`src/cpu_pkg.sv`:
```
package cpu_pkg;

	//********************************************************************
	// machine sizes
	//********************************************************************

	localparam int xlen = 64;
	// depth of the shared sram in 64-bit words
	localparam int mem_words = 1024;
	// word index width into the sram
	localparam int mem_aw = $clog2(mem_words);
	localparam logic [xlen-1:0] reset_pc = '0;

	// major opcodes, rv64i subset
	localparam logic [6:0] opc_op     = 7'b0110011;
	localparam logic [6:0] opc_op_imm = 7'b0010011;
	localparam logic [6:0] opc_lui    = 7'b0110111;
	localparam logic [6:0] opc_branch = 7'b1100011;
	localparam logic [6:0] opc_jal    = 7'b1101111;
	localparam logic [6:0] opc_load   = 7'b0000011;
	localparam logic [6:0] opc_store  = 7'b0100011;

	// alu funct3
	localparam logic [2:0] f3_add = 3'b000;
	localparam logic [2:0] f3_slt = 3'b010;
	localparam logic [2:0] f3_xor = 3'b100;
	localparam logic [2:0] f3_or  = 3'b110;
	localparam logic [2:0] f3_and = 3'b111;
	// branch funct3
	localparam logic [2:0] f3_beq = 3'b000;
	localparam logic [2:0] f3_bne = 3'b001;
	// funct7 of sub, add otherwise
	localparam logic [6:0] f7_sub = 7'b0100000;

	typedef enum logic [2:0] {
		alu_add,
		alu_sub,
		alu_and,
		alu_or,
		alu_xor,
		alu_slt,
		alu_pass_b
	} alu_op_t;

	//********************************************************************
	// instruction word, one view per encoding format
	//********************************************************************

	typedef union packed {
		struct packed {
			logic [6:0] funct7;
			logic [4:0] rs2;
			logic [4:0] rs1;
			logic [2:0] funct3;
			logic [4:0] rd;
			logic [6:0] opcode;
		} r_fmt;
		struct packed {
			logic [11:0] imm;
			logic [4:0]  rs1;
			logic [2:0]  funct3;
			logic [4:0]  rd;
			logic [6:0]  opcode;
		} i_fmt;
		struct packed {
			logic [6:0] imm_hi;
			logic [4:0] rs2;
			logic [4:0] rs1;
			logic [2:0] funct3;
			logic [4:0] imm_lo;
			logic [6:0] opcode;
		} s_fmt;
		// branch offset bits are scattered
		struct packed {
			logic       imm_12;
			logic [5:0] imm_10_5;
			logic [4:0] rs2;
			logic [4:0] rs1;
			logic [2:0] funct3;
			logic [3:0] imm_4_1;
			logic       imm_11;
			logic [6:0] opcode;
		} b_fmt;
		struct packed {
			logic [19:0] imm;
			logic [4:0]  rd;
			logic [6:0]  opcode;
		} u_fmt;
		struct packed {
			logic       imm_20;
			logic [9:0] imm_10_1;
			logic       imm_11;
			logic [7:0] imm_19_12;
			logic [4:0] rd;
			logic [6:0] opcode;
		} j_fmt;
	} inst_u;

	//********************************************************************
	// stage links and memory port
	//********************************************************************

	typedef struct packed {
		logic [xlen-1:0] pc;
		inst_u           inst;
	} if_id_t;

	typedef struct packed {
		logic [xlen-1:0] pc;
		logic [4:0]      rd;
		logic [xlen-1:0] op_a;
		// rs2 or immediate
		logic [xlen-1:0] op_b;
		logic [xlen-1:0] store_data;
		logic [xlen-1:0] imm;
		alu_op_t         alu_op;
		logic            is_branch;
		logic            is_bne;
		logic            is_jal;
		logic            is_load;
		logic            is_store;
		logic            writes_rd;
	} id_ex_t;

	typedef struct packed {
		logic [xlen-1:0] pc;
		logic [4:0]      rd;
		// alu value, link address or memory address
		logic [xlen-1:0] result;
		logic [xlen-1:0] store_data;
		logic            is_load;
		logic            is_store;
		logic            writes_rd;
	} ex_mem_t;

	typedef struct packed {
		logic              valid;
		logic              write;
		logic [mem_aw-1:0] addr;
		logic [xlen-1:0]   wdata;
	} mem_req_t;

	typedef struct packed {
		logic            valid;
		logic [xlen-1:0] rdata;
	} mem_resp_t;

	// commit record, also the register file write port
	typedef struct packed {
		logic            valid;
		logic [xlen-1:0] pc;
		logic [4:0]      rd;
		logic [xlen-1:0] wdata;
		logic            wen;
	} retire_t;

endpackage
```
`src/cpu_regfile.sv`:
```
module cpu_regfile (
	input  logic                     clk,
	input  logic                     reset,
	input  logic [4:0]               rs1,
	input  logic [4:0]               rs2,
	output logic [cpu_pkg::xlen-1:0] rdata1,
	output logic [cpu_pkg::xlen-1:0] rdata2,
	input  cpu_pkg::retire_t         wr
);
	import cpu_pkg::*;

	logic [xlen-1:0] regs [32];

	// one write port, fed by the retire record
	always_ff @(posedge clk) begin
		if (reset) begin
			for (int i = 0; i < 32; i++) begin
				regs[i] <= '0;
			end
		end else if (wr.valid && wr.wen && wr.rd != 5'd0) begin
			regs[wr.rd] <= wr.wdata;
		end
	end

	// async reads, x0 hardwired
	assign rdata1 = (rs1 == 5'd0) ? '0 : regs[rs1];
	assign rdata2 = (rs2 == 5'd0) ? '0 : regs[rs2];

endmodule

```
`config.mk`:
```
export PLATFORM = sky130hd
export DESIGN_NAME = cpu_regfile
export DESIGN_NICKNAME = d
export VERILOG_FILES = /design/src/cpu_pkg.sv /design/src/cpu_regfile.sv
export SDC_FILE = /design/constraint.sdc
export NUM_CORES = 2
export LEC_CHECK = 0
export BUFFER_PORTS_ARGS = -buffer_cell sky130_fd_sc_hd__buf_2
export CAP_MARGIN = 10
export CORE_MARGIN = 4
export CORE_UTILIZATION = 50
export CTS_CLUSTER_DIAMETER = 100
export CTS_CLUSTER_SIZE = 40
export DETAILED_ROUTE_END_ITERATION = 10
export PLACE_DENSITY = 0.69
export SYNTH_ARGS = -nofsm -noshare
export SYNTH_HDL_FRONTEND = slang
export SYNTH_SLANG_ARGS = --single-unit
```
`constraint.sdc`:
```
create_clock -name clk -period 2.4 [get_ports clk]
set_input_delay 0.24 -clock clk [delete_from_list [all_inputs] [get_ports clk]]
set_output_delay 0.24 -clock clk [all_outputs]
set_load 0.01 [all_outputs]
```
Word-level counts from Yosys, hierarchy flattened

Memories as Yosys holds them, arrays and structs flattened.
Cells that the tools add are included.

Input bits: 147
Bits in writable memories: 2048
Bits in registers: 0
Output and inout port bits: 128
Memories: 1

Reductions and logical operators: 6
Mux-type cells: 10

Memories:

| name | depth | bits a word | rd ports | clocked after memory_dff | wr ports | RTL line          | text |
|---|---|---|---|---|---|---|---|
| regs | 32    | 64          | 2        | 0                        | 32       | cpu_regfile.sv:12 | `logic [xlen-1:0] regs [32];` |

Operators by type and width:

| cell                | count |
|---|---|
| 64-bit 2-to-1 mux   | 3 |
| 64-bit OR reduction | 1 |
| 5-bit zero test     | 2 |
| 1-bit 2-to-1 mux    | 6 |
| 5-bit 2-to-1 mux    | 1 |
| 5-bit nonzero test  | 1 |
| 1-bit logical AND   | 2 |

Logic depth before layout (Yosys ltp)

Word-level depth: 7
Mapped depth: 9
Mapped depth without buffers: 4

Worst setup path after synthesis

Ideal clock, no wire load.

Kind: input to register
From: input reset
To: memory regs[11][0], enable pin
Data required time: 2.006 ns
Cell stages on the path: 6
Setup time: 0.394 ns
Buffers on the path: 2
Data arrival time: 2.163 ns
Path slack: -0.157 ns
Cells stage by stage: and3b_1 > clkbuf_1 > nand3_1 > nor3_1 > clkbuf_1 > or2_2

RTL lines:

| item            | RTL line          | text |
|---|---|---|
| start, declared | cpu_regfile.sv:3  | `input logic reset,` |
| end, declared   | cpu_regfile.sv:12 |  |

==> results.yml <==
outcome:
  status: "finished with violations"
  failed_checks: "negative setup slack"
sta:
  whs_ns: 0.0135
  rsz0062_at_grt: "yes"
  fin_tns_setup_ns: -40.54
  hold_violations: 0
  max_freq_mhz: 339
  worst_slack_ns: -0.547
  setup_viol: 128
  slew_headroom_pct: 41.0
  worst_pin_slew_ns: 0.884
  fin_crit_sh_pct: 123
  drv_slew: 0
  min_period_ns: 2.95
layout:
  nNetsFinal: 7445
  syn2layout_area_growth_pct: 15.0
  drive_gt1_share_pct: 32.6
  reg_top3: "regs x2048"
  largest_reg_flops: 2048
  final_cells: 10300
  largest-register: "regs"
yosys:
  synth_cells: 7010
  synth_edf_count: 2048
  synth.most_common_cell: "edfxtp_1"
  yosysWarnings: 0
  yosysSeqAreaShare_pct: 56.9
  synthFlopType: "edfxtp_1"
  synth_top_area_share_pct: 56.9
  ys_ff_latch: 2048
  yosysUniqueCellTypes: 42
  synth_top_cells_by_count: "edfxtp_1 (2048), and2_1 (1986), mux4_2 (919), clkbuf_1 (591), mux2i_1 (412)"
  avgSynthCellArea_um2: 15.4
  syn_area_um2: 108000
  synthArstFlopShare_pct: 0
  yosys.area.top_type: "edfxtp_1"
  synth_area_leaders: "edfxtp_1 (57%), mux4_2 (19%), and2_1 (11%)"
cts:
  cts_max_level: 3
  cts_buffer_depth: 3
  cts.sinks: 2048
  path_clk_slew_ns: 0.16
  cts_buffers: 71
  cts_tree: "done"
  cts_root_buffer: "clkbuf_16"
global_route:
  grt_overflow_total: 0
  grt_pass1_wl_um: 569000
  grt_max_degree: 78
  track_usage_pct: 36.8
  grt_antenna_before_repair: 76
  grt_pass1_vias: 72100
setup_path:
  path_buf_inv: 1
  cp-start-kind: "flop"
  critPathMaxStageDelay_ns: 0.50
  path_delay_family: "multiplexers"
  critical_path.cell_chain: "mux4_2 > mux4_2 > mux2_4 > buf_6"
  worst-path-max-fanout: 2
  cp_data_arrival_time_ns: 2.71
  crit_top_cell: "mux4_2"
  critical_path_class: "reg2out"
  crit_path_end_kind: "output pin"
  required_ns: 2.16
  crit_path_top_delay_cell: "mux4_2"
placement:
  globalplace.congestion: 0.919
  placed_cells: 10100
  hpwl_um: 250000
  portBuffers: 210
route:
  drt_wl_total_um: 415000
  via_count: 72900
  drt-pass1-iter-count: 6
  via_per_inst: 7.09
  drt_iter0_drc: 13400
  drc: 0
  ant_nets: 0
  routedWlPerCell_um: 40.4
power_and_ir_drop:
  p_sw_w: 0.0199
  power_frac_clock_pct: 25.2
  switching_share_pct: 27.1
  p_seq_share_pct: 57.4
  p_int_w: 0.0535
  comb_power_share_pct: 17.4
  p_leak_nw: 43.2
  powerDensity_nw_per_um2: 591
  irDropWorstVdd_mv: 0.689
floorplan:
  coreArea_um2: 215000
  fp.dieH_um: 473
  die_area_um2: 224000
  die_w_um: 473
  initial_core_util_pct: 50.3
  rows: 170
  pin_count: 275
job:
  drv_cap: 0
hold_path:
  hold_path_class: "in2reg"
-- logic make-up after synthesis --
group	synth area share, %
AND/OR/NAND/NOR	12.7
multiplexers	23.8
other	0.00347
AO/OA/AOI/OAI	3.61
buffers and inverters	3.10
flip-flops	56.9
-- power by group through the flow --
| stage | Combinational (W) | Clock (W) | Sequential [W] |
|---|---|---|---|
| 2_1_floorplan | 0.00638 | 0 | 0.0425 |
| 3_3_place_gp | 0.0115 | 0 | 0.0427 |
| 3_5_place_dp | 0.0116 | 0 | 0.0429 |
| 4_1_cts | 0.0124 | 0.0185 | 0.0421 |
| 5_1_grt | 0.0130 | 0.0197 | 0.0423 |
| 6_report | 0.0128 | 0.0185 | 0.0422 |
-- placed cells by master, fill, tap and decap left out, types with 9 or more instances in the layout --
| master | instances |
|---|---|
| edfxtp_1 | 2048 |
| and2_1 | 1985 |
| mux4_2 | 919 |
| buf_4 | 430 |
| mux2i_1 | 376 |
| buf_12 | 291 |
| o22ai_1 | 124 |
| buf_2 | 123 |
| diode_2 | 92 |
| buf_6 | 82 |
| or2_4 | 78 |
| a211oi_2 | 76 |
| clkbuf_16 | 75 |
| conb_1 | 64 |
| mux2_2 | 61 |
| a22oi_1 | 43 |
| a22o_1 | 43 |
| o221ai_1 | 42 |
| nand2_1 | 36 |
| a211oi_1 | 33 |
| nand3_1 | 29 |
| a31oi_1 | 28 |
| o22ai_2 | 27 |
| mux2i_2 | 26 |
| a221o_1 | 25 |
| nor2_4 | 22 |
| a21oi_2 | 19 |
| mux2_4 | 15 |
| a31oi_4 | 13 |
| a211oi_4 | 11 |
| nor2_1 | 10 |
| mux2i_4 | 10 |
| nor3_2 | 10 |
| dlygate4sd3_1 | 9 |
-- metal layers --
layer | part of all wire (%) | global-route usage (%) | vias up
li1 | - | - | 27600
met1 | 32 | 45.8 | 37100
met2 | 45 | 55.9 | 6642
met3 | 14 | 10.3 | 1591
met4 | 8.3 | 25.9 | 6
met5 | 0.0094 | 0 | -
-- repair_timing --
item	4_1_cts	5_1_grt
pin swaps	209	47
setup buffers	20	18
setup endpoints to repair	128	128
gates resized for setup	386	54
cloned	1	1
hold buffers	9	0
hold endpoints to repair	122	0
-- cell type report --
type,count,area [um2]
fillers,16200,90600
flip-flops and latches,2048,61500
multi-input cells,4227,45600
repair buffers,946,10900
well taps,2838,3550
clock buffers,79,1870
clock inverters,44,643
diodes,92,230
inverters,4,15.0
-- stage by stage --
step / power [W] / instance area [um2] / utilization, % / setup slack (ns)
after floorplan: 0.0489 / 108000 / - / 0.0289
after global placement: 0.0543 / 119000 / 55.5 / -1.09
after detailed placement: 0.0545 / 119000 / 55.5 / -0.848
after CTS: 0.0729 / 124000 / 57.5 / -0.541
after global routing: 0.0751 / 124000 / 57.8 / -0.605
final: 0.0735 / 124000 / 57.9 / -0.547
-- final timing paths --
check	startpoint	depth (start not counted)	endpoint
hold / removal	wr[42]	2	regs[5][41]
setup / recovery	regs[31][44]	4	rdata1[44]
Power figures use the tool's default switching activity.
