**src/cpu_pkg.sv**
```systemverilog
package cpu_pkg;

	//********************************************************************
	// machine sizes
	//********************************************************************

	localparam int xlen = 64;
	// depth of the shared sram in 64-bit words
	localparam int mem_words = 1024;
	// word index width into the sram
	localparam int mem_aw = $clog2(mem_words);
	localparam logic [xlen-1:0] reset_pc = '0;

	// major opcodes, rv64i subset
	localparam logic [6:0] opc_op     = 7'b0110011;
	localparam logic [6:0] opc_op_imm = 7'b0010011;
	localparam logic [6:0] opc_lui    = 7'b0110111;
	localparam logic [6:0] opc_branch = 7'b1100011;
	localparam logic [6:0] opc_jal    = 7'b1101111;
	localparam logic [6:0] opc_load   = 7'b0000011;
	localparam logic [6:0] opc_store  = 7'b0100011;

	// alu funct3
	localparam logic [2:0] f3_add = 3'b000;
	localparam logic [2:0] f3_slt = 3'b010;
	localparam logic [2:0] f3_xor = 3'b100;
	localparam logic [2:0] f3_or  = 3'b110;
	localparam logic [2:0] f3_and = 3'b111;
	// branch funct3
	localparam logic [2:0] f3_beq = 3'b000;
	localparam logic [2:0] f3_bne = 3'b001;
	// funct7 of sub, add otherwise
	localparam logic [6:0] f7_sub = 7'b0100000;

	typedef enum logic [2:0] {
		alu_add,
		alu_sub,
		alu_and,
		alu_or,
		alu_xor,
		alu_slt,
		alu_pass_b
	} alu_op_t;

	//********************************************************************
	// instruction word, one view per encoding format
	//********************************************************************

	typedef union packed {
		struct packed {
			logic [6:0] funct7;
			logic [4:0] rs2;
			logic [4:0] rs1;
			logic [2:0] funct3;
			logic [4:0] rd;
			logic [6:0] opcode;
		} r_fmt;
		struct packed {
			logic [11:0] imm;
			logic [4:0]  rs1;
			logic [2:0]  funct3;
			logic [4:0]  rd;
			logic [6:0]  opcode;
		} i_fmt;
		struct packed {
			logic [6:0] imm_hi;
			logic [4:0] rs2;
			logic [4:0] rs1;
			logic [2:0] funct3;
			logic [4:0] imm_lo;
			logic [6:0] opcode;
		} s_fmt;
		// branch offset bits are scattered
		struct packed {
			logic       imm_12;
			logic [5:0] imm_10_5;
			logic [4:0] rs2;
			logic [4:0] rs1;
			logic [2:0] funct3;
			logic [3:0] imm_4_1;
			logic       imm_11;
			logic [6:0] opcode;
		} b_fmt;
		struct packed {
			logic [19:0] imm;
			logic [4:0]  rd;
			logic [6:0]  opcode;
		} u_fmt;
		struct packed {
			logic       imm_20;
			logic [9:0] imm_10_1;
			logic       imm_11;
			logic [7:0] imm_19_12;
			logic [4:0] rd;
			logic [6:0] opcode;
		} j_fmt;
	} inst_u;

	//********************************************************************
	// stage links and memory port
	//********************************************************************

	typedef struct packed {
		logic [xlen-1:0] pc;
		inst_u           inst;
	} if_id_t;

	typedef struct packed {
		logic [xlen-1:0] pc;
		logic [4:0]      rd;
		logic [xlen-1:0] op_a;
		// rs2 or immediate
		logic [xlen-1:0] op_b;
		logic [xlen-1:0] store_data;
		logic [xlen-1:0] imm;
		alu_op_t         alu_op;
		logic            is_branch;
		logic            is_bne;
		logic            is_jal;
		logic            is_load;
		logic            is_store;
		logic            writes_rd;
	} id_ex_t;

	typedef struct packed {
		logic [xlen-1:0] pc;
		logic [4:0]      rd;
		// alu value, link address or memory address
		logic [xlen-1:0] result;
		logic [xlen-1:0] store_data;
		logic            is_load;
		logic            is_store;
		logic            writes_rd;
	} ex_mem_t;

	typedef struct packed {
		logic              valid;
		logic              write;
		logic [mem_aw-1:0] addr;
		logic [xlen-1:0]   wdata;
	} mem_req_t;

	typedef struct packed {
		logic            valid;
		logic [xlen-1:0] rdata;
	} mem_resp_t;

	// commit record, also the register file write port
	typedef struct packed {
		logic            valid;
		logic [xlen-1:0] pc;
		logic [4:0]      rd;
		logic [xlen-1:0] wdata;
		logic            wen;
	} retire_t;

endpackage
```
**src/cpu_fetch.sv**
```systemverilog
module cpu_fetch (
	input  logic                     clk,
	input  logic                     reset,
	output cpu_pkg::mem_req_t        req,
	input  cpu_pkg::mem_resp_t       resp,
	input  logic                     grant,
	input  logic                     redirect,
	input  logic [cpu_pkg::xlen-1:0] redirect_pc,
	output cpu_pkg::if_id_t          out,
	output logic                     out_valid,
	input  logic                     out_ready,
	output logic [cpu_pkg::xlen-1:0] pc
);
	import cpu_pkg::*;

	logic [xlen-1:0] pc_q;
	// granted, response due this cycle
	logic            wait_q;
	// in-flight response belongs to the old path
	logic            stale_q;

	assign pc = pc_q;

	always_ff @(posedge clk) begin
		if (reset) begin
			pc_q <= reset_pc;
			req.valid <= 1'b0;
			wait_q <= 1'b0;
			stale_q <= 1'b0;
			out_valid <= 1'b0;
		end else begin
			// request held until the arbiter grants it
			if (req.valid && grant) begin
				req.valid <= 1'b0;
				wait_q <= 1'b1;
			end
			if (wait_q && resp.valid) begin
				wait_q <= 1'b0;
			end
			if (out_valid && out_ready) begin
				out_valid <= 1'b0;
			end
			if (redirect) begin
				// drop the buffer, anything still out comes back stale
				pc_q <= redirect_pc;
				out_valid <= 1'b0;
				stale_q <= req.valid;
			end else begin
				if (wait_q && resp.valid) begin
					if (stale_q) begin
						stale_q <= 1'b0;
					end else begin
						// pc bit 2 picks the half of the word
						out_valid <= 1'b1;
						out.pc <= pc_q;
						out.inst <= pc_q[2] ? resp.rdata[63:32] : resp.rdata[31:0];
						pc_q <= pc_q + 64'd4;
					end
				end
				// one fetch at a time, only when the buffer frees up
				if (!req.valid && !wait_q && (!out_valid || out_ready)) begin
					req.valid <= 1'b1;
					req.write <= 1'b0;
					req.addr <= pc_q[mem_aw+2:3];
					req.wdata <= '0;
				end
			end
		end
	end

endmodule

```
**config.mk**
```make
export PLATFORM = sky130hd
export DESIGN_NAME = cpu_fetch
export DESIGN_NICKNAME = d
export VERILOG_FILES = /design/src/cpu_pkg.sv /design/src/cpu_fetch.sv
export SDC_FILE = /design/constraint.sdc
export NUM_CORES = 1
export LEC_CHECK = 0
export BUFFER_PORTS_ARGS = -buffer_cell sky130_fd_sc_hd__buf_4
export CORE_AREA = 2 2 142 144
export DETAILED_ROUTE_END_ITERATION = 8
export DIE_AREA = 0 0 144 146
export GPL_ROUTABILITY_DRIVEN = 0
export PLACE_DENSITY_LB_ADDON = 0.3
export SLEW_MARGIN = 15
export SYNTH_ARGS = -nofsm -noshare
export SYNTH_HDL_FRONTEND = slang
export SYNTH_SLANG_ARGS = --single-unit
export TNS_END_PERCENT = 5
```
**constraint.sdc**
```tcl
create_clock -name clk -period 7.2 [get_ports clk]
set_clock_uncertainty 0.15 [all_clocks]
set_input_delay 0.36 -clock clk [delete_from_list [all_inputs] [get_ports clk]]
set_output_delay 0.36 -clock clk [all_outputs]
set_load 0.02 [all_outputs]
```
## Yosys cells after proc, flatten, opt, wreduce, memory -nomap -nowiden

Cells that the tools add are included.

- Add/subtract/negate cells: 1
- Equal/unequal tests: 1
- Mux-type cells: 12
- Shift operators: 0
- $lt $le $gt $ge: 0
- Multipliers: 0
- Bitwise gates (word level): 3
- Reductions and logical operators: 15
- Div/mod/pow operators: 0

Operator list:

| cell | count |
|---|---|
| 2-to-1 mux 64 bit | 3 |
| 2-to-1 mux 76 bit | 2 |
| adder 64 x 3 -> 64 bit (second input constant) | 1 |
| 2-to-1 mux 32 bit | 1 |
| 2-to-1 mux 1 bit | 6 |
| logical AND 1 bit | 5 |
| AND reduction 4 bit | 1 |
| OR reduction 2 bit | 2 |
| zero test 1 bit | 3 |
| NOT 1 bit | 3 |
| AND reduction 3 bit | 1 |
| != test 2 bit (second input constant) | 1 |
| AND reduction 2 bit | 1 |
| nonzero test 2 bit | 1 |
| logical OR 1 bit | 1 |

- Output and inout port bits: 237
- Bits in writable memories: 0
- Register bits after elaboration: 174
- ROM bits: 0
- Latch bits: 0
- Input port bits: 134
- Logic and storage cells: 40
- Memories: 0

## Longest topological paths before layout

- Word-level depth: 5
- Depth in mapped cells: 7
- Gate-level depth less buffers: 6

## Worst setup path before layout

Ideal clock, no wire load.

- Path kind: register to register
- From: register wait_q
- To: register pc_q[53], in the netlist pc[53]
- Data required time: 6,971 ps
- Slack: 3,500 ps
- Library setup time: 79 ps
- Buffers on the path: 1
- Data arrival time: 3,471 ps
- Clock period less this slack: 3,700 ps
- Stages on the path, launching flop included: 8
- Path through: dfxtp_1 and3b_1 clkbuf_1 nand2_1 inv_1 nand2_1 a31o_2 o211ai_1

- Longest elaborated chain between the ends: 3

RTL lines:

| element | line | RTL |
|---|---|---|
| start, declared | cpu_fetch.sv:18 | `logic wait_q;` |
| start signal, assigned | cpu_fetch.sv:28 | `wait_q <= 1'b0;` |
| start signal, assigned | cpu_fetch.sv:35 | `wait_q <= 1'b1;` |
| start signal, assigned | cpu_fetch.sv:38 | `wait_q <= 1'b0;` |
| logical AND 1 bit | cpu_fetch.sv:49 | `if (wait_q && resp.valid) begin` |
| nonzero test 2 bit (no source line) | -- |  |
| AND reduction 2 bit (no source line) | -- |  |
| end signal, assigned | cpu_fetch.sv:26 | `pc_q <= reset_pc;` |
| end signal, assigned | cpu_fetch.sv:45 | `pc_q <= redirect_pc;` |
| end signal, assigned | cpu_fetch.sv:57 | `pc_q <= pc_q + 64'd4;` |
| end, declared | cpu_fetch.sv:16 | `logic [xlen-1:0] pc_q;` |

Every way passes these cells.
A chain may end at the register's enable or synchronous reset.

## Final worst setup path

- From: register pc_q[2], in the netlist pc[2]
- To: register pc_q[54], in the netlist pc[54]

- Longest elaborated chain between the ends: 4

RTL lines:

| element | line | RTL |
|---|---|---|
| adder 64 x 3 -> 64 bit | cpu_fetch.sv:57 |  |
| 2-to-1 mux 64 bit | cpu_fetch.sv:50 | `if (stale_q) begin` |
| 2-to-1 mux 64 bit | cpu_fetch.sv:49 |  |
| 2-to-1 mux 64 bit | cpu_fetch.sv:43 | `if (redirect) begin` |

Every way passes these cells. The select of a mux whose other input is x is not followed.

==> impl_metrics.py <==
metrics = {
    "run_status": {
        "outcome": "complete, no violations",
    },
    "synthesis": {
        "ys_ff_latch": 174,
        "syn-mean-instance-area_um2": 11.2,
        "synthCells": 738,
        "yosysMostFrequentCell": "edfxtp_1",
        "synth.top_cell.area_share_pct": 38.7,
        "synthTopCellsByArea": "edfxtp_1 (39%), dfxtp_1 (17%), buf_4 (6.0%)",
        "netlist-cell-type-count": 60,
        "synth_top_family_by_area": "simple AND/OR/NAND/NOR gates",
        "synth-xor-area-share_pct": 3.51,
        "synth_ff_type": "edfxtp_1",
        "synthAdderAreaFrac_pct": 0.152,
        "synthMuxAreaShare_pct": 5.12,
        "synth_edf_count": 106,
        "async_reset_ff_share_pct": 0,
        "synthSimpleGateAreaFrac_pct": 18.5,
        "ys_seq_area_share_pct": 55.2,
        "syn_area_um2": 8230,
        "synth_warnings": 0,
        "synth_common_cells": "edfxtp_1 (106), dfxtp_1 (68), buf_4 (66)",
        "synth_top_area_cell": "edfxtp_1",
        "synth_compound_area_share_pct": 8.63,
    },
    "layout": {
        "area_growth_pct": 33.8,
        "multi_input_area_um2": 3200,
        "num-nets-final": 1164,
        "stdcell_count": 1307,
        "antenna_cells": 0,
        "regArea_um2": 4550,
        "fillerInstances": 1745,
        "drive_gt1_share_pct": 37.3,
    },
    "timing": {
        "setup_viol": 0,
        "setup_slack_ns": 3.75,
        "tns_ns": 0,
        "drv_slew": 0,
        "period_minus_slack_ns": 3.45,
        "finalHoldViolCount": 0,
        "fin_crit_sh_pct": 48.0,
        "grt_setup_unrepaired": "false",
        "worst_slew_pin_slew_ns": 0.888,
        "maxSlewHeadroom_pct": 40.8,
        "max_freq_ghz": 0.290,
    },
    "clock_network": {
        "postCtsSetupRepairBufs": 0,
        "cts_resized": 0,
        "clock_sinks": 174,
        "worstSkewPairLatency_ns": 0.43,
        "htree_num_levels": 4,
        "numCtsBuffers": 17,
        "path_clk_slew_ns": 0.07,
        "clockBufferDepth": 2,
        "cts_tree": "built",
        "clockRootBuffer": "clkbuf_16",
        "postCtsHoldBufs": 0,
    },
    "floorplanning": {
        "die_area_um2": 21000,
        "start_util_pct": 42.6,
        "die_w_um": 144,
        "rows": 51,
        "pin_count": 371,
        "die_h_um": 146,
        "core-area_um2": 19300,
    },
    "setup_path": {
        "cp_data_arrival_time_ns": 3.65,
        "critical_path.startpoint_type": "flip-flop",
        "worstSetupPathType": "reg -> reg",
        "cp-end-kind": "flip-flop",
        "worst_ep_required_time_ns": 7.39,
        "worst-r2r-cell-count": 6,
        "critPathMaxFanout": 38,
    },
    "drt": {
        "drt-total-wl_mm": 25.4,
        "vias": 6892,
        "top_layer": "met4",
        "antenna_left": 0,
        "wl_met1_mm": 9.57,
        "wl_per_cell_um": 19.4,
        "viasPerCell": 5.27,
        "routed-wl-met2_mm": 12.8,
        "met3_length_mm": 2.43,
        "route.detailed.drc": 0,
        "first_pass_iters": 5,
        "drtIter0Drc": 539,
    },
    "power_and_ir_drop": {
        "netSwitchingFraction_pct": 27.4,
        "seqPwrFrac_pct": 49.7,
        "combinationalPowerShare_pct": 11.5,
        "p_leak_nw": 4.35,
        "vdd_ir_drop_max_mv": 0.157,
        "powerDensity_nw_per_um2": 209,
        "pwr-share-clk_pct": 38.7,
        "p_sw_uw": 632,
        "intPower_mw": 1.67,
    },
    "placed_design": {
        "portBuffers": 305,
        "dpl.cell_count": 1275,
        "place_ws_ns": 3.82,
        "hpwl_mm": 18.8,
    },
    "global_routing": {
        "grt_antenna_before_repair": 0,
        "grt_usage_pct": 23.4,
        "grt_max_degree": 73,
        "grt_pass1_vias": 6467,
        "grt-ovfl-total": 0,
        "grt_pass1_wl_mm": 37.3,
    },
    "hold_path": {
        "hp-class": "in -> reg",
        "hold_depth": 3,
    },
    "job": {
        "maxCapViolCount": 0,
    },
}
-- worst paths after layout --
kind,to,start,slack [ns]
worst min register to register,out[33],pc[1],0.33
worst max register to register,pc[54],pc[2],3.75
worst max-delay path,pc[54],pc[2],3.75
worst min-delay path,pc[3],redirect_pc[3],0.01
-- metal layers --
layer,vias to the layer above,track usage [%]
met5,-,0
met1,3264,28.5
met2,366,39.9
met4,0,7.21
li1,3224,-
met3,38,6.71
-- worst max-delay path: stages, from the launching register on --
cell      delay, ns
dfxtp_2        0.91
ha_1           0.33
nand2_1        0.19
nor3_1         0.34
nand4b_1       0.51
or4_1          0.66
a311oi_1       0.26
-- cell families after synthesis --
logic type                 count (synthesis)
AOI/OAI and AO/OA                        101
xor gates and xnor gates                  33
adders and majority gates                  1
buffers and inverters                    113
DFF                                      174
muxes                                     38
other                                      1
and+or+nand+nor                          277
-- layout make-up --
class | count | area share (%)
inverters | 14 | 0.500
repair buffers | 307 | 20.9
flip-flops and latches | 174 | 41.3
clock buffers | 17 | 3.86
well taps | 265 | 3.01
clock inverters | 15 | 1.33
multi-input cells | 515 | 29.1
-- stage by stage --
stage	util [%]	instance area, µm²	hold WS [ns]	power [mW]
2_1_floorplan	-	8470	0.302	1.32
3_3_place_gp	54.0	10400	0.306	1.43
3_5_place_dp	54.0	10400	0.322	1.43
4_1_cts	57.0	11000	0.00387	2.32
5_1_grt	57.0	11000	0.00122	2.39
6_report	57.0	11000	0.0129	2.31
-- power groups by stage --
stage               Clock, mW  Sequential [mW]  Combinational (mW)
floorplan                   0             1.18               0.141
global placement            0             1.17               0.264
detailed placement          0             1.17               0.266
CTS                     0.906             1.15               0.267
global route            0.949             1.15               0.285
finish                  0.893             1.15               0.266
-- cell usage in the layout (no fill, tap or decap), drive strengths merged, types with 14 or more instances in the layout --
master / Yosys / layout
inv: 13 / 22
nand4: 33 / 33
nor3: 21 / 21
nor4: 16 / 16
nand2: 46 / 46
and3: 14 / 14
a211oi: 22 / 22
conb: 1 / 65
a311oi: 17 / 17
clkbuf: 18 / 17
dfxtp: 68 / 68
nand3: 29 / 29
nor2: 63 / 63
xnor2: 20 / 20
mux2: 33 / 33
or4: 19 / 19
a21oi: 22 / 22
buf: 79 / 307
edfxtp: 106 / 106
-- state kept, by name (all words and copies together), names as in the netlist --
signal / flops
stale_q: 1
req: 11
pc: 64
out_valid: 1
out: 96
wait_q: 1
(Power assumes the default switching activity.)
