## src/cpu_pkg.sv

```systemverilog
package cpu_pkg;

	//********************************************************************
	// machine sizes
	//********************************************************************

	localparam int xlen = 64;
	// depth of the shared sram in 64-bit words
	localparam int mem_words = 1024;
	// word index width into the sram
	localparam int mem_aw = $clog2(mem_words);
	localparam logic [xlen-1:0] reset_pc = '0;

	// major opcodes, rv64i subset
	localparam logic [6:0] opc_op     = 7'b0110011;
	localparam logic [6:0] opc_op_imm = 7'b0010011;
	localparam logic [6:0] opc_lui    = 7'b0110111;
	localparam logic [6:0] opc_branch = 7'b1100011;
	localparam logic [6:0] opc_jal    = 7'b1101111;
	localparam logic [6:0] opc_load   = 7'b0000011;
	localparam logic [6:0] opc_store  = 7'b0100011;

	// alu funct3
	localparam logic [2:0] f3_add = 3'b000;
	localparam logic [2:0] f3_slt = 3'b010;
	localparam logic [2:0] f3_xor = 3'b100;
	localparam logic [2:0] f3_or  = 3'b110;
	localparam logic [2:0] f3_and = 3'b111;
	// branch funct3
	localparam logic [2:0] f3_beq = 3'b000;
	localparam logic [2:0] f3_bne = 3'b001;
	// funct7 of sub, add otherwise
	localparam logic [6:0] f7_sub = 7'b0100000;

	typedef enum logic [2:0] {
		alu_add,
		alu_sub,
		alu_and,
		alu_or,
		alu_xor,
		alu_slt,
		alu_pass_b
	} alu_op_t;

	//********************************************************************
	// instruction word, one view per encoding format
	//********************************************************************

	typedef union packed {
		struct packed {
			logic [6:0] funct7;
			logic [4:0] rs2;
			logic [4:0] rs1;
			logic [2:0] funct3;
			logic [4:0] rd;
			logic [6:0] opcode;
		} r_fmt;
		struct packed {
			logic [11:0] imm;
			logic [4:0]  rs1;
			logic [2:0]  funct3;
			logic [4:0]  rd;
			logic [6:0]  opcode;
		} i_fmt;
		struct packed {
			logic [6:0] imm_hi;
			logic [4:0] rs2;
			logic [4:0] rs1;
			logic [2:0] funct3;
			logic [4:0] imm_lo;
			logic [6:0] opcode;
		} s_fmt;
		// branch offset bits are scattered
		struct packed {
			logic       imm_12;
			logic [5:0] imm_10_5;
			logic [4:0] rs2;
			logic [4:0] rs1;
			logic [2:0] funct3;
			logic [3:0] imm_4_1;
			logic       imm_11;
			logic [6:0] opcode;
		} b_fmt;
		struct packed {
			logic [19:0] imm;
			logic [4:0]  rd;
			logic [6:0]  opcode;
		} u_fmt;
		struct packed {
			logic       imm_20;
			logic [9:0] imm_10_1;
			logic       imm_11;
			logic [7:0] imm_19_12;
			logic [4:0] rd;
			logic [6:0] opcode;
		} j_fmt;
	} inst_u;

	//********************************************************************
	// stage links and memory port
	//********************************************************************

	typedef struct packed {
		logic [xlen-1:0] pc;
		inst_u           inst;
	} if_id_t;

	typedef struct packed {
		logic [xlen-1:0] pc;
		logic [4:0]      rd;
		logic [xlen-1:0] op_a;
		// rs2 or immediate
		logic [xlen-1:0] op_b;
		logic [xlen-1:0] store_data;
		logic [xlen-1:0] imm;
		alu_op_t         alu_op;
		logic            is_branch;
		logic            is_bne;
		logic            is_jal;
		logic            is_load;
		logic            is_store;
		logic            writes_rd;
	} id_ex_t;

	typedef struct packed {
		logic [xlen-1:0] pc;
		logic [4:0]      rd;
		// alu value, link address or memory address
		logic [xlen-1:0] result;
		logic [xlen-1:0] store_data;
		logic            is_load;
		logic            is_store;
		logic            writes_rd;
	} ex_mem_t;

	typedef struct packed {
		logic              valid;
		logic              write;
		logic [mem_aw-1:0] addr;
		logic [xlen-1:0]   wdata;
	} mem_req_t;

	typedef struct packed {
		logic            valid;
		logic [xlen-1:0] rdata;
	} mem_resp_t;

	// commit record, also the register file write port
	typedef struct packed {
		logic            valid;
		logic [xlen-1:0] pc;
		logic [4:0]      rd;
		logic [xlen-1:0] wdata;
		logic            wen;
	} retire_t;

endpackage
```

## src/cpu_mem_arbiter.sv

```systemverilog
module cpu_mem_arbiter (
	input  logic               clk,
	input  logic               reset,
	input  cpu_pkg::mem_req_t  f_req,
	output cpu_pkg::mem_resp_t f_resp,
	output logic               f_grant,
	input  cpu_pkg::mem_req_t  d_req,
	output cpu_pkg::mem_resp_t d_resp,
	output logic               d_grant,
	output cpu_pkg::mem_req_t  m_req,
	input  cpu_pkg::mem_resp_t m_resp
);

	// 1 when the request in the sram came from the data port
	logic owner_q;

	//********************************************************************
	// fixed priority, data port first
	//********************************************************************

	assign d_grant = d_req.valid;
	assign f_grant = f_req.valid && !d_req.valid;
	// fetch request also goes through when idle, valid low then
	assign m_req = d_req.valid ? d_req : f_req;

	// sram answers one cycle later, remember who asked
	always_ff @(posedge clk) begin
		if (reset) begin
			owner_q <= 1'b0;
		end else begin
			owner_q <= d_req.valid;
		end
	end

	// response steering
	always_comb begin
		f_resp.valid = m_resp.valid && !owner_q;
		f_resp.rdata = m_resp.rdata;
		d_resp.valid = m_resp.valid && owner_q;
		d_resp.rdata = m_resp.rdata;
	end

endmodule

```

## config.mk

```make
export PLATFORM = sky130hd
export DESIGN_NAME = cpu_mem_arbiter
export DESIGN_NICKNAME = d
export VERILOG_FILES = /design/src/cpu_pkg.sv /design/src/cpu_mem_arbiter.sv
export SDC_FILE = /design/constraint.sdc
export NUM_CORES = 1
export LEC_CHECK = 0
export BUFFER_PORTS_ARGS = -buffer_cell sky130_fd_sc_hd__buf_2
export CORE_AREA = 2 2 166 168
export DETAILED_ROUTE_END_ITERATION = 8
export DIE_AREA = 0 0 168 170
export GPL_ROUTABILITY_DRIVEN = 0
export GPL_TIMING_DRIVEN = 0
export PLACE_DENSITY = 0.37
export SLEW_MARGIN = 15
export SYNTH_ARGS = -nofsm -noshare
export SYNTH_HDL_FRONTEND = slang
export SYNTH_SLANG_ARGS = --single-unit
```

## constraint.sdc

```tcl
create_clock -name clk -period 0.8 [get_ports clk]
set_input_delay 0.08 -clock clk [delete_from_list [all_inputs] [get_ports clk]]
set_output_delay 0.08 -clock clk [all_outputs]
set_load 0.1 [all_outputs]
```

Word level (Yosys, flattened, before mapping)
Cells that the tools add are included.
{ "classes": {"n_shift": 0, "magnitude_cmp": 0, "div_mod_pow": 0, "n_mux": 1, "bitwise": 0, "multipliers": 0, "n_addsub": 0, "reduce_logical": 5, "n_eq_ne": 0} }
{ "ops": {"columns": ["operator", "count"], "rows": [
  ["2-to-1 mux 76 bit", 1],
  ["logical AND 1 bit", 3],
  ["zero test 1 bit", 2]
]} }
{ "word_totals": {"mem_bits_ro": 0, "elab_cells": 7, "mem_bits_rw": 0, "latchBits": 0, "memories": 0, "output_inout_bits": 208, "register_bits": 1} }

Depth between registers and ports, before layout
Gate-level depths: netlist (run 1).
{ "logic_depth": {"word_depth": 2, "depth_mapped": 4, "mapped_depth_nobuf": 1} }

Worst setup path before layout (run 1)
OpenSTA, ideal clock, no wires.
{ "synth_path": {"path_type": "input to output", "startpoint": "in d_req[75] (netlist name)", "endpoint": "out f_grant", "t_arrival_ns": 1.802, "path_buffers": 3, "stages": 4, "slack_ns": -1.082, "required_ns": 0.720, "cell_sequence": "buf_6 -> buf_6 -> buf_6 -> nor2b_1"} }
{ "synth_via": {"elab_chain_cells": 2} }
{ "synth_lines": {"columns": ["item", "line", "text"], "rows": [
  ["start, declared", "cpu_mem_arbiter.sv:7", "input cpu_pkg::mem_req_t d_req,"],
  ["zero test 1 bit", "cpu_mem_arbiter.sv:22", "assign f_grant = f_req.valid && !d_req.valid;"],
  ["logical AND 1 bit", "cpu_mem_arbiter.sv:22", null],
  ["end, declared", "cpu_mem_arbiter.sv:6", "output logic f_grant,"]
]} }
No other way between the ends.

==> results of run 1 <==
-- metal layers --
layer  part of all wire, %  up-vias  GRT usage (%)
met3                   7.6        2           1.14
li1                      -     1329              -
met2                    54      185           14.4
met4                  0.22        0              0
met1                    38     1151           8.82
met5                     0        -              0
-- worst min path at each step --
stage / end / slack (ps) / cells after the start
5_1_grt: owner_q$_SDFF_PP0_ / 250 / 2
2_1_floorplan: owner_q$_SDFF_PP0_ / 140 / 1
3_3_place_gp: owner_q$_SDFF_PP0_ / 230 / 2
4_1_cts: owner_q$_SDFF_PP0_ / 240 / 2
3_5_place_dp: owner_q$_SDFF_PP0_ / 240 / 2
6_report: owner_q$_SDFF_PP0_ / 240 / 2
-- cell type report --
type	instances	area (um2)	area share (%)
buffer	138	1090	21.0
multi-input combinational	80	1030	19.9
sequential	1	21.3	0.411
tap	341	427	8.25
timing repair buffer	367	2610	50.5
-- timing repair --
| action | 4_1_cts | 5_1_grt |
|---|---|---|
| setup endpoints to repair | 79 | 78 |
| resized for setup | 226 | 2 |
| setup buffers | 4 | 2 |
| gates cloned | 2 | 0 |
-- kinds of logic (layout without fill, tap and decap cells) --
| logic type | count (synthesis) | in the layout | synth area share [%] |
|---|---|---|---|
| buffers and inverters | 138 | 505 | 52.0 |
| multiplexers | 75 | 75 | 45.5 |
| AND/OR/NAND/NOR | 5 | 5 | 1.57 |
| flip-flops | 1 | 1 | 1.00 |
-- synth_stat cells --
cell / n / area, um2
buf_4: 129 / 968
mux2_2: 58 / 653
mux2_4: 17 / 255
buf_2: 5 / 25.0
buf_6: 4 / 45.0
nor2b_1: 3 / 18.8
and2_1: 1 / 6.26
dfxtp_1: 1 / 20.0
or2_2: 1 / 6.26
-- through the flow --
step	util, %	setup TNS, ps	hold WS (ps)	std cells	setup slack (ps)
after floorplan	-	-14770	144	219	-230
final	19.4	-16840	238	927	-291
after detailed placement	16.1	-30400	236	921	-505
after global routing	19.4	-18540	253	927	-299
after CTS	19.4	-17380	237	927	-296
after global placement	16.1	-30830	232	921	-506
-- power groups by stage --
| stage | Clock (mW) | Combinational (mW) | Sequential [mW] |
|---|---|---|---|
| after floorplan | 0 | 5.89 | 0.0566 |
| after global placement | 0 | 7.01 | 0.0586 |
| after detailed placement | 0 | 7.01 | 0.0582 |
| after CTS | 0 | 7.80 | 0.0582 |
| after global routing | 0 | 7.92 | 0.0585 |
| final | 0 | 7.73 | 0.0581 |
==> impl_metrics.env, run 1 <==
export IMPL_status="complete, but fails checks"
export IMPL_violations="negative setup slack"
export IMPL_largest_reg_flops=1
export IMPL_sw_frac_of_total_pct=72.3
export IMPL_hold_path_class="in2reg"
export IMPL_crit_cells=5
export IMPL_top_register="owner_q"
export IMPL_nNetsFinal=807
export IMPL_drv_slew=0
export IMPL_dieHeight_um=170
export IMPL_grt_total_usage_pct=7.31
export IMPL_yosys_warnings=0
export IMPL_internal_power_mw=2.16
export IMPL_clockPowerShare_pct=0
export IMPL_cp_end_kind="output pin"
export IMPL_ys_ff_latch=1
export IMPL_postRouteAntennaNets=0
export IMPL_hold_start="reset"
export IMPL_rsz0062_at_grt="yes"
export IMPL_slowest_stage="mux2_4"
export IMPL_diodes=0
export IMPL_synth_fp_nets=438
export IMPL_avgViaCountPerCell=2.88
export IMPL_setup_ws_ps=-291
export IMPL_syn_area_um2=2000
export IMPL_fp_coreArea_um2=26700
export IMPL_period_minus_slack_ps=1090
export IMPL_ys_seq_area_share_pct=1.00
export IMPL_ir_drop_mv=0.618
export IMPL_leakage_nw=2.88
export IMPL_fillers=2979
export IMPL_portBuffers=361
export IMPL_slowest_delay_ps=340
export IMPL_setup_viol=78
export IMPL_crit_arrival_ps=1010
export IMPL_grt_pass1_vias=2482
export IMPL_power_switching_mw=5.63
export IMPL_largestRegisters="owner_q: 1 flops"
export IMPL_dr_total_vias=2667
export IMPL_cp_required_ps=720
export IMPL_first_iter_violations=33
export IMPL_finalCritPeriodShare_pct=136
export IMPL_combPwrFrac_pct=99.3
export IMPL_cp_num_buf_inv=4
export IMPL_hpwl_um=11300
export IMPL_final_cell_mix="282 x buf_2, 143 x buf_4, 47 x buf_6, 40 x mux2_2, 35 x mux2_4"
export IMPL_cp_cell_sequence="buf_12, buf_12, buf_12, mux2_4, buf_12"
export IMPL_worstSetupPathType="in2out"
export IMPL_rows=60
export IMPL_die_area_um2=28600
export IMPL_final_common_cell="buf_2"
export IMPL_grt_max_degree=11
export IMPL_drtPass1Iterations=4
export IMPL_fmax_ghz=0.917
export IMPL_area_growth_pct=159
export IMPL_synth_distinct_cells=9
export IMPL_worstPathMaxFanout=7
export IMPL_max_cap_viol_count=0
export IMPL_grt_first_pass_wirelength_um=15700
export IMPL_pwr_share_seq_pct=0.7
export IMPL_place_area_um2=4300
export IMPL_hold_viol_final=0
export IMPL_start_util_pct=7.50
export IMPL_dieWidth_um=168
export IMPL_crit_top_cell="buf_12"
export IMPL_postCtsHoldBufs=0
export IMPL_cp_startpoint="d_req[75]"
export IMPL_startpoint_type="primary input"
export IMPL_tightest_slew_ps=511
export IMPL_drive_gt1_share_pct=99.8
export IMPL_grt_overflow=0
export IMPL_postSynthCellCount=219
export IMPL_crit_end="m_req[71]"
export IMPL_clkTransAtPathRegs_ps=0
export IMPL_grt_antenna_before_repair=0
export IMPL_crit_family="buffers and inverters"
export IMPL_ios=427
export IMPL_drc=0
export IMPL_p_per_area_nw_per_um2=1510
export IMPL_power_total_mw=7.79
export IMPL_avgRoutedWirePerCell_um=13.2
export IMPL_syn_avg_cell_area_um2=9.12
export IMPL_routed_wl_um=12200
export IMPL_stdcell_area_um2=5170
export IMPL_relSlewSlack_pct=66.2
No activity file was read; power rests on OpenSTA's default activity.
==> run 2, diff against run 1 <==
--- a/config.mk
+++ b/config.mk
@@ -6,11 +6,12 @@
 export NUM_CORES = 1
 export LEC_CHECK = 0
 export BUFFER_PORTS_ARGS = -buffer_cell sky130_fd_sc_hd__buf_2
-export CORE_AREA = 2 2 166 168
+export CORE_AREA = 3 3 167 169
 export DETAILED_ROUTE_END_ITERATION = 8
-export DIE_AREA = 0 0 168 170
+export DIE_AREA = 0 0 170 172
 export GPL_ROUTABILITY_DRIVEN = 0
 export GPL_TIMING_DRIVEN = 0
+export HOLD_SLACK_MARGIN = 0.06
 export PLACE_DENSITY = 0.37
 export SLEW_MARGIN = 15
 export SYNTH_ARGS = -nofsm -noshare
==> impl_metrics.env, run 2 (synthesized netlist as in run 1, its figures left out) <==
export IMPL_setup_ws_ps=-272
export IMPL_fmax_ghz=0.932
export IMPL_power_total_mw=7.78
export IMPL_hold_viol_final=0
export IMPL_grt_pass1_vias=2760
export IMPL_period_minus_slack_ps=1070
export IMPL_violations="negative setup slack"
export IMPL_diodes=0
export IMPL_grt_max_degree=11
export IMPL_fin_hold_ws_ps=231
export IMPL_rsz0062_at_grt="yes"
export IMPL_final_util_pct=19.5
export IMPL_routed_wl_um=12000
export IMPL_hold_path_class="in2reg"
export IMPL_avgViaCountPerCell=2.93
export IMPL_start_util_pct=7.48
export IMPL_worstPathMaxFanout=7
export IMPL_avgRoutedWirePerCell_um=12.9
export IMPL_clkTransAtPathRegs_ps=0
export IMPL_cp_required_ps=720
export IMPL_drv_slew=0
export IMPL_tightest_slew_ps=496
export IMPL_status="complete, but fails checks"
export IMPL_cp_end_kind="output pin"
export IMPL_drive_gt1_share_pct=99.8
export IMPL_p_per_area_nw_per_um2=1490
export IMPL_startpoint_type="primary input"
export IMPL_setup_viol=78
export IMPL_met2_length_um=6840
export IMPL_portBuffers=361
export IMPL_dr_total_vias=2713
export IMPL_fp_coreArea_um2=26700
export IMPL_crit_arrival_ps=990
export IMPL_postRouteAntennaNets=0
export IMPL_nNetsFinal=807
export IMPL_routed_top_layer="met3"
export IMPL_relSlewSlack_pct=67.1
export IMPL_drtPass1Iterations=4
export IMPL_postCtsHoldBufs=0
export IMPL_area_growth_pct=161
export IMPL_worstSetupPathType="in2out"
export IMPL_ir_drop_mv=0.506
export IMPL_largestRegisters="owner_q: 1 flops"
export IMPL_grt_total_usage_pct=6.87
export IMPL_die_area_um2=29200
export IMPL_dieHeight_um=172
export IMPL_grt_antenna_before_repair=0
export IMPL_leakage_nw=2.89
export IMPL_wl_met1_um=4080
export IMPL_ios=427
export IMPL_finalCritPeriodShare_pct=134
export IMPL_dr_wl_met3_um=1040
export IMPL_largest_reg_flops=1
export IMPL_grt_first_pass_wirelength_um=15600
export IMPL_top_register="owner_q"
export IMPL_max_cap_viol_count=0
export IMPL_rows=60
export IMPL_first_iter_violations=12
export IMPL_hpwl_um=11000
export IMPL_final_cell_mix="282 x buf_2, 130 x buf_4, 58 x buf_6, 41 x mux2_2, 34 x mux2_4"
export IMPL_drc=0
export IMPL_grt_overflow=0
export IMPL_dieWidth_um=170
export IMPL_final_common_cell="buf_2"
[run 2: cell count changes in the layout (fill, tap and decap cells not counted), moves of 2 or more]
cell / delta
buf_8: +4
buf_4: -13
buf_12: -3
buf_6: +11
buf_16: +2
[run 2: final timing paths]
check / startpoint / slack, ps / end / cells after the start
setup / recovery: d_req[75] / -270 / m_req[65] / 5
hold / removal: reset / 230 / owner_q$_SDFF_PP0_ / 2
[run 2: cell type report]
class | instances | area, um2
buffer | 138 | 1100
fill | 3009 | 21500
multi-input combinational | 80 | 1020
sequential | 1 | 21.3
tap | 341 | 427
timing repair buffer | 367 | 2640
[run 2: where the power goes]
| part | leakage [nW] | internal, mW | switching [mW] |
|---|---|---|---|
| registers | 0.00860 | 0.0542 | 0.00257 |
| clock network | 0 | 0 | 0 |
| logic | 2.88 | 2.12 | 5.60 |
| total | 2.89 | 2.18 | 5.60 |
[run 2: through the flow]
stage                     area [um2]  setup TNS [ps]  worst slack, ps  cells
final                           5220          -15510             -272    927
after global routing            5220          -17750             -288    927
after CTS                       5170          -15830             -272    924
after detailed placement        4300          -29250             -453    921
after global placement          4300          -29190             -438    921
after floorplan                 2070          -14770             -230    219
[run 2: per-layer routing]
metal | up-vias | GRT usage, %
li1 | 1332 | -
met2 | 216 | 14.9
met4 | 0 | 0
met1 | 1165 | 7.39
met5 | - | 0
met3 | 0 | 0.892
[run 2: worst max-delay path, cell delays in order]
cell	delay, ps
buf_12	130
buf_12	150
buf_16	140
mux2_4	310
buf_12	170
[run 2: timing repair]
item                                    in CTS  in global routing
hold endpoints to repair                     0                  0
gates cloned                                 3                  0
buffers inserted                             0                  3
resized for setup                          232                  2
endpoints found under the setup margin      79                 77
==> run 3, diff against run 2 <==
--- a/config.mk
+++ b/config.mk
@@ -13,6 +13,7 @@
 export GPL_TIMING_DRIVEN = 0
 export HOLD_SLACK_MARGIN = 0.06
 export PLACE_DENSITY = 0.37
+export SKIP_CTS_REPAIR_TIMING = 1
 export SLEW_MARGIN = 15
 export SYNTH_ARGS = -nofsm -noshare
 export SYNTH_HDL_FRONTEND = slang
==> impl_metrics.env, run 3 (synthesized netlist as in run 1, its figures left out) <==
export IMPL_status="complete, but fails checks"
export IMPL_violations="negative setup slack"
export IMPL_hold_viol_final=0
export IMPL_fmax_ghz=0.926
export IMPL_grt_antenna_before_repair=0
export IMPL_routed_wl_um=12000
export IMPL_ir_drop_mv=0.503
export IMPL_grt_max_degree=11
export IMPL_diodes=0
export IMPL_cp_end_kind="output pin"
export IMPL_startpoint_type="primary input"
export IMPL_start_util_pct=7.48
export IMPL_postRouteAntennaNets=0
export IMPL_crit_arrival_ps=1000
export IMPL_max_cap_viol_count=0
export IMPL_grt_pass1_vias=2595
export IMPL_fin_hold_ws_ps=231
export IMPL_avgViaCountPerCell=2.94
export IMPL_worstPathMaxFanout=7
export IMPL_pre_cts_slack_ps=-453
export IMPL_final_common_cell="buf_2"
export IMPL_fillers=3020
export IMPL_drive_gt1_share_pct=99.8
export IMPL_combPwrFrac_pct=99.3
export IMPL_timing_setup_tns_ps=-14830
export IMPL_power_switching_mw=5.59
export IMPL_die_area_um2=29200
export IMPL_fp_coreArea_um2=26700
export IMPL_grt_overflow=0
export IMPL_rsz0062_at_grt="yes"
export IMPL_portBuffers=361
export IMPL_place_inst=921
export IMPL_hold_path_class="in2reg"
export IMPL_area_growth_pct=158
export IMPL_tightest_slew_ps=496
export IMPL_top_register="owner_q"
export IMPL_clkTransAtPathRegs_ps=0
export IMPL_finalCritPeriodShare_pct=135
export IMPL_period_minus_slack_ps=1080
export IMPL_relSlewSlack_pct=67.2
export IMPL_drtPass1Iterations=4
export IMPL_first_iter_violations=25
export IMPL_final_cell_mix="282 x buf_2, 131 x buf_4, 59 x buf_6, 42 x mux2_2, 33 x mux2_4"
export IMPL_dieHeight_um=172
export IMPL_largestRegisters="owner_q: 1 flops"
export IMPL_internal_power_mw=2.14
export IMPL_setup_viol=77
export IMPL_drv_slew=0
export IMPL_dieWidth_um=170
export IMPL_p_per_area_nw_per_um2=1500
export IMPL_worstSetupPathType="in2out"
export IMPL_leakage_nw=2.86
export IMPL_avgRoutedWirePerCell_um=13.0
export IMPL_nNetsFinal=805
export IMPL_dr_total_vias=2718
export IMPL_setup_ws_ps=-280
export IMPL_ios=427
export IMPL_cp_required_ps=720
export IMPL_drc=0
export IMPL_largest_reg_flops=1
export IMPL_grt_total_usage_pct=6.48
export IMPL_clockPowerShare_pct=0
export IMPL_power_total_mw=7.73
export IMPL_sw_frac_of_total_pct=72.4
export IMPL_pwr_share_seq_pct=0.7
export IMPL_rows=60
export IMPL_hpwl_um=11000
export IMPL_grt_first_pass_wirelength_um=14800
export IMPL_fin_cells=925
[run 3: changes by cell type in the layout (fill, tap and decap cells not counted), sizes merged]
cell / before / now
clkbuf: 0 / 3
buf: 505 / 500
[run 3: layout make-up]
cell class / instances / area, um2 / area share [%]
multi-input cells: 80 / 1020 / 19.8
plain buffers: 138 / 1100 / 21.4
well taps: 341 / 427 / 8.28
repair buffers: 365 / 2580 / 50.1
flip-flops and latches: 1 / 21.3 / 0.413
[run 3: layer usage]
layer | vias up | track usage [%] | wire length [um]
met5 | - | 0 | 0
met4 | 0 | 0 | 19
met3 | 2 | 0.777 | 1070
met2 | 218 | 13.7 | 6810
met1 | 1173 | 7.30 | 4080
li1 | 1325 | - | -
[run 3: critical path, cell delays in order]
cell and delay, ps:
buf_12 120, buf_12 140, clkbuf_16 160, mux2_4 310, buf_12 170
[run 3: power by group through the flow]
stage / sequential, mW / clock (mW) / combinational, mW
after detailed placement: 0.0568 / 0 / 6.96
after CTS: 0.0568 / 0 / 6.97
after global placement: 0.0568 / 0 / 6.96
final: 0.0568 / 0 / 7.67
after global routing: 0.0575 / 0 / 7.89
after floorplan: 0.0566 / 0 / 5.89
[run 3: path summary, 6_finish.rpt]
path	start	to	slack, ps	depth (start not counted)
max	d_req[75]	m_req[58]	-280	5
min	reset	owner_q$_SDFF_PP0_	230	2
[run 3: per-stage QoR]
step | cell area (um2) | utilization, %
after floorplan | 2070 | -
after global placement | 4300 | 16.1
after detailed placement | 4300 | 16.1
after CTS | 4300 | 16.1
after global routing | 5150 | 19.3
final | 5150 | 19.3
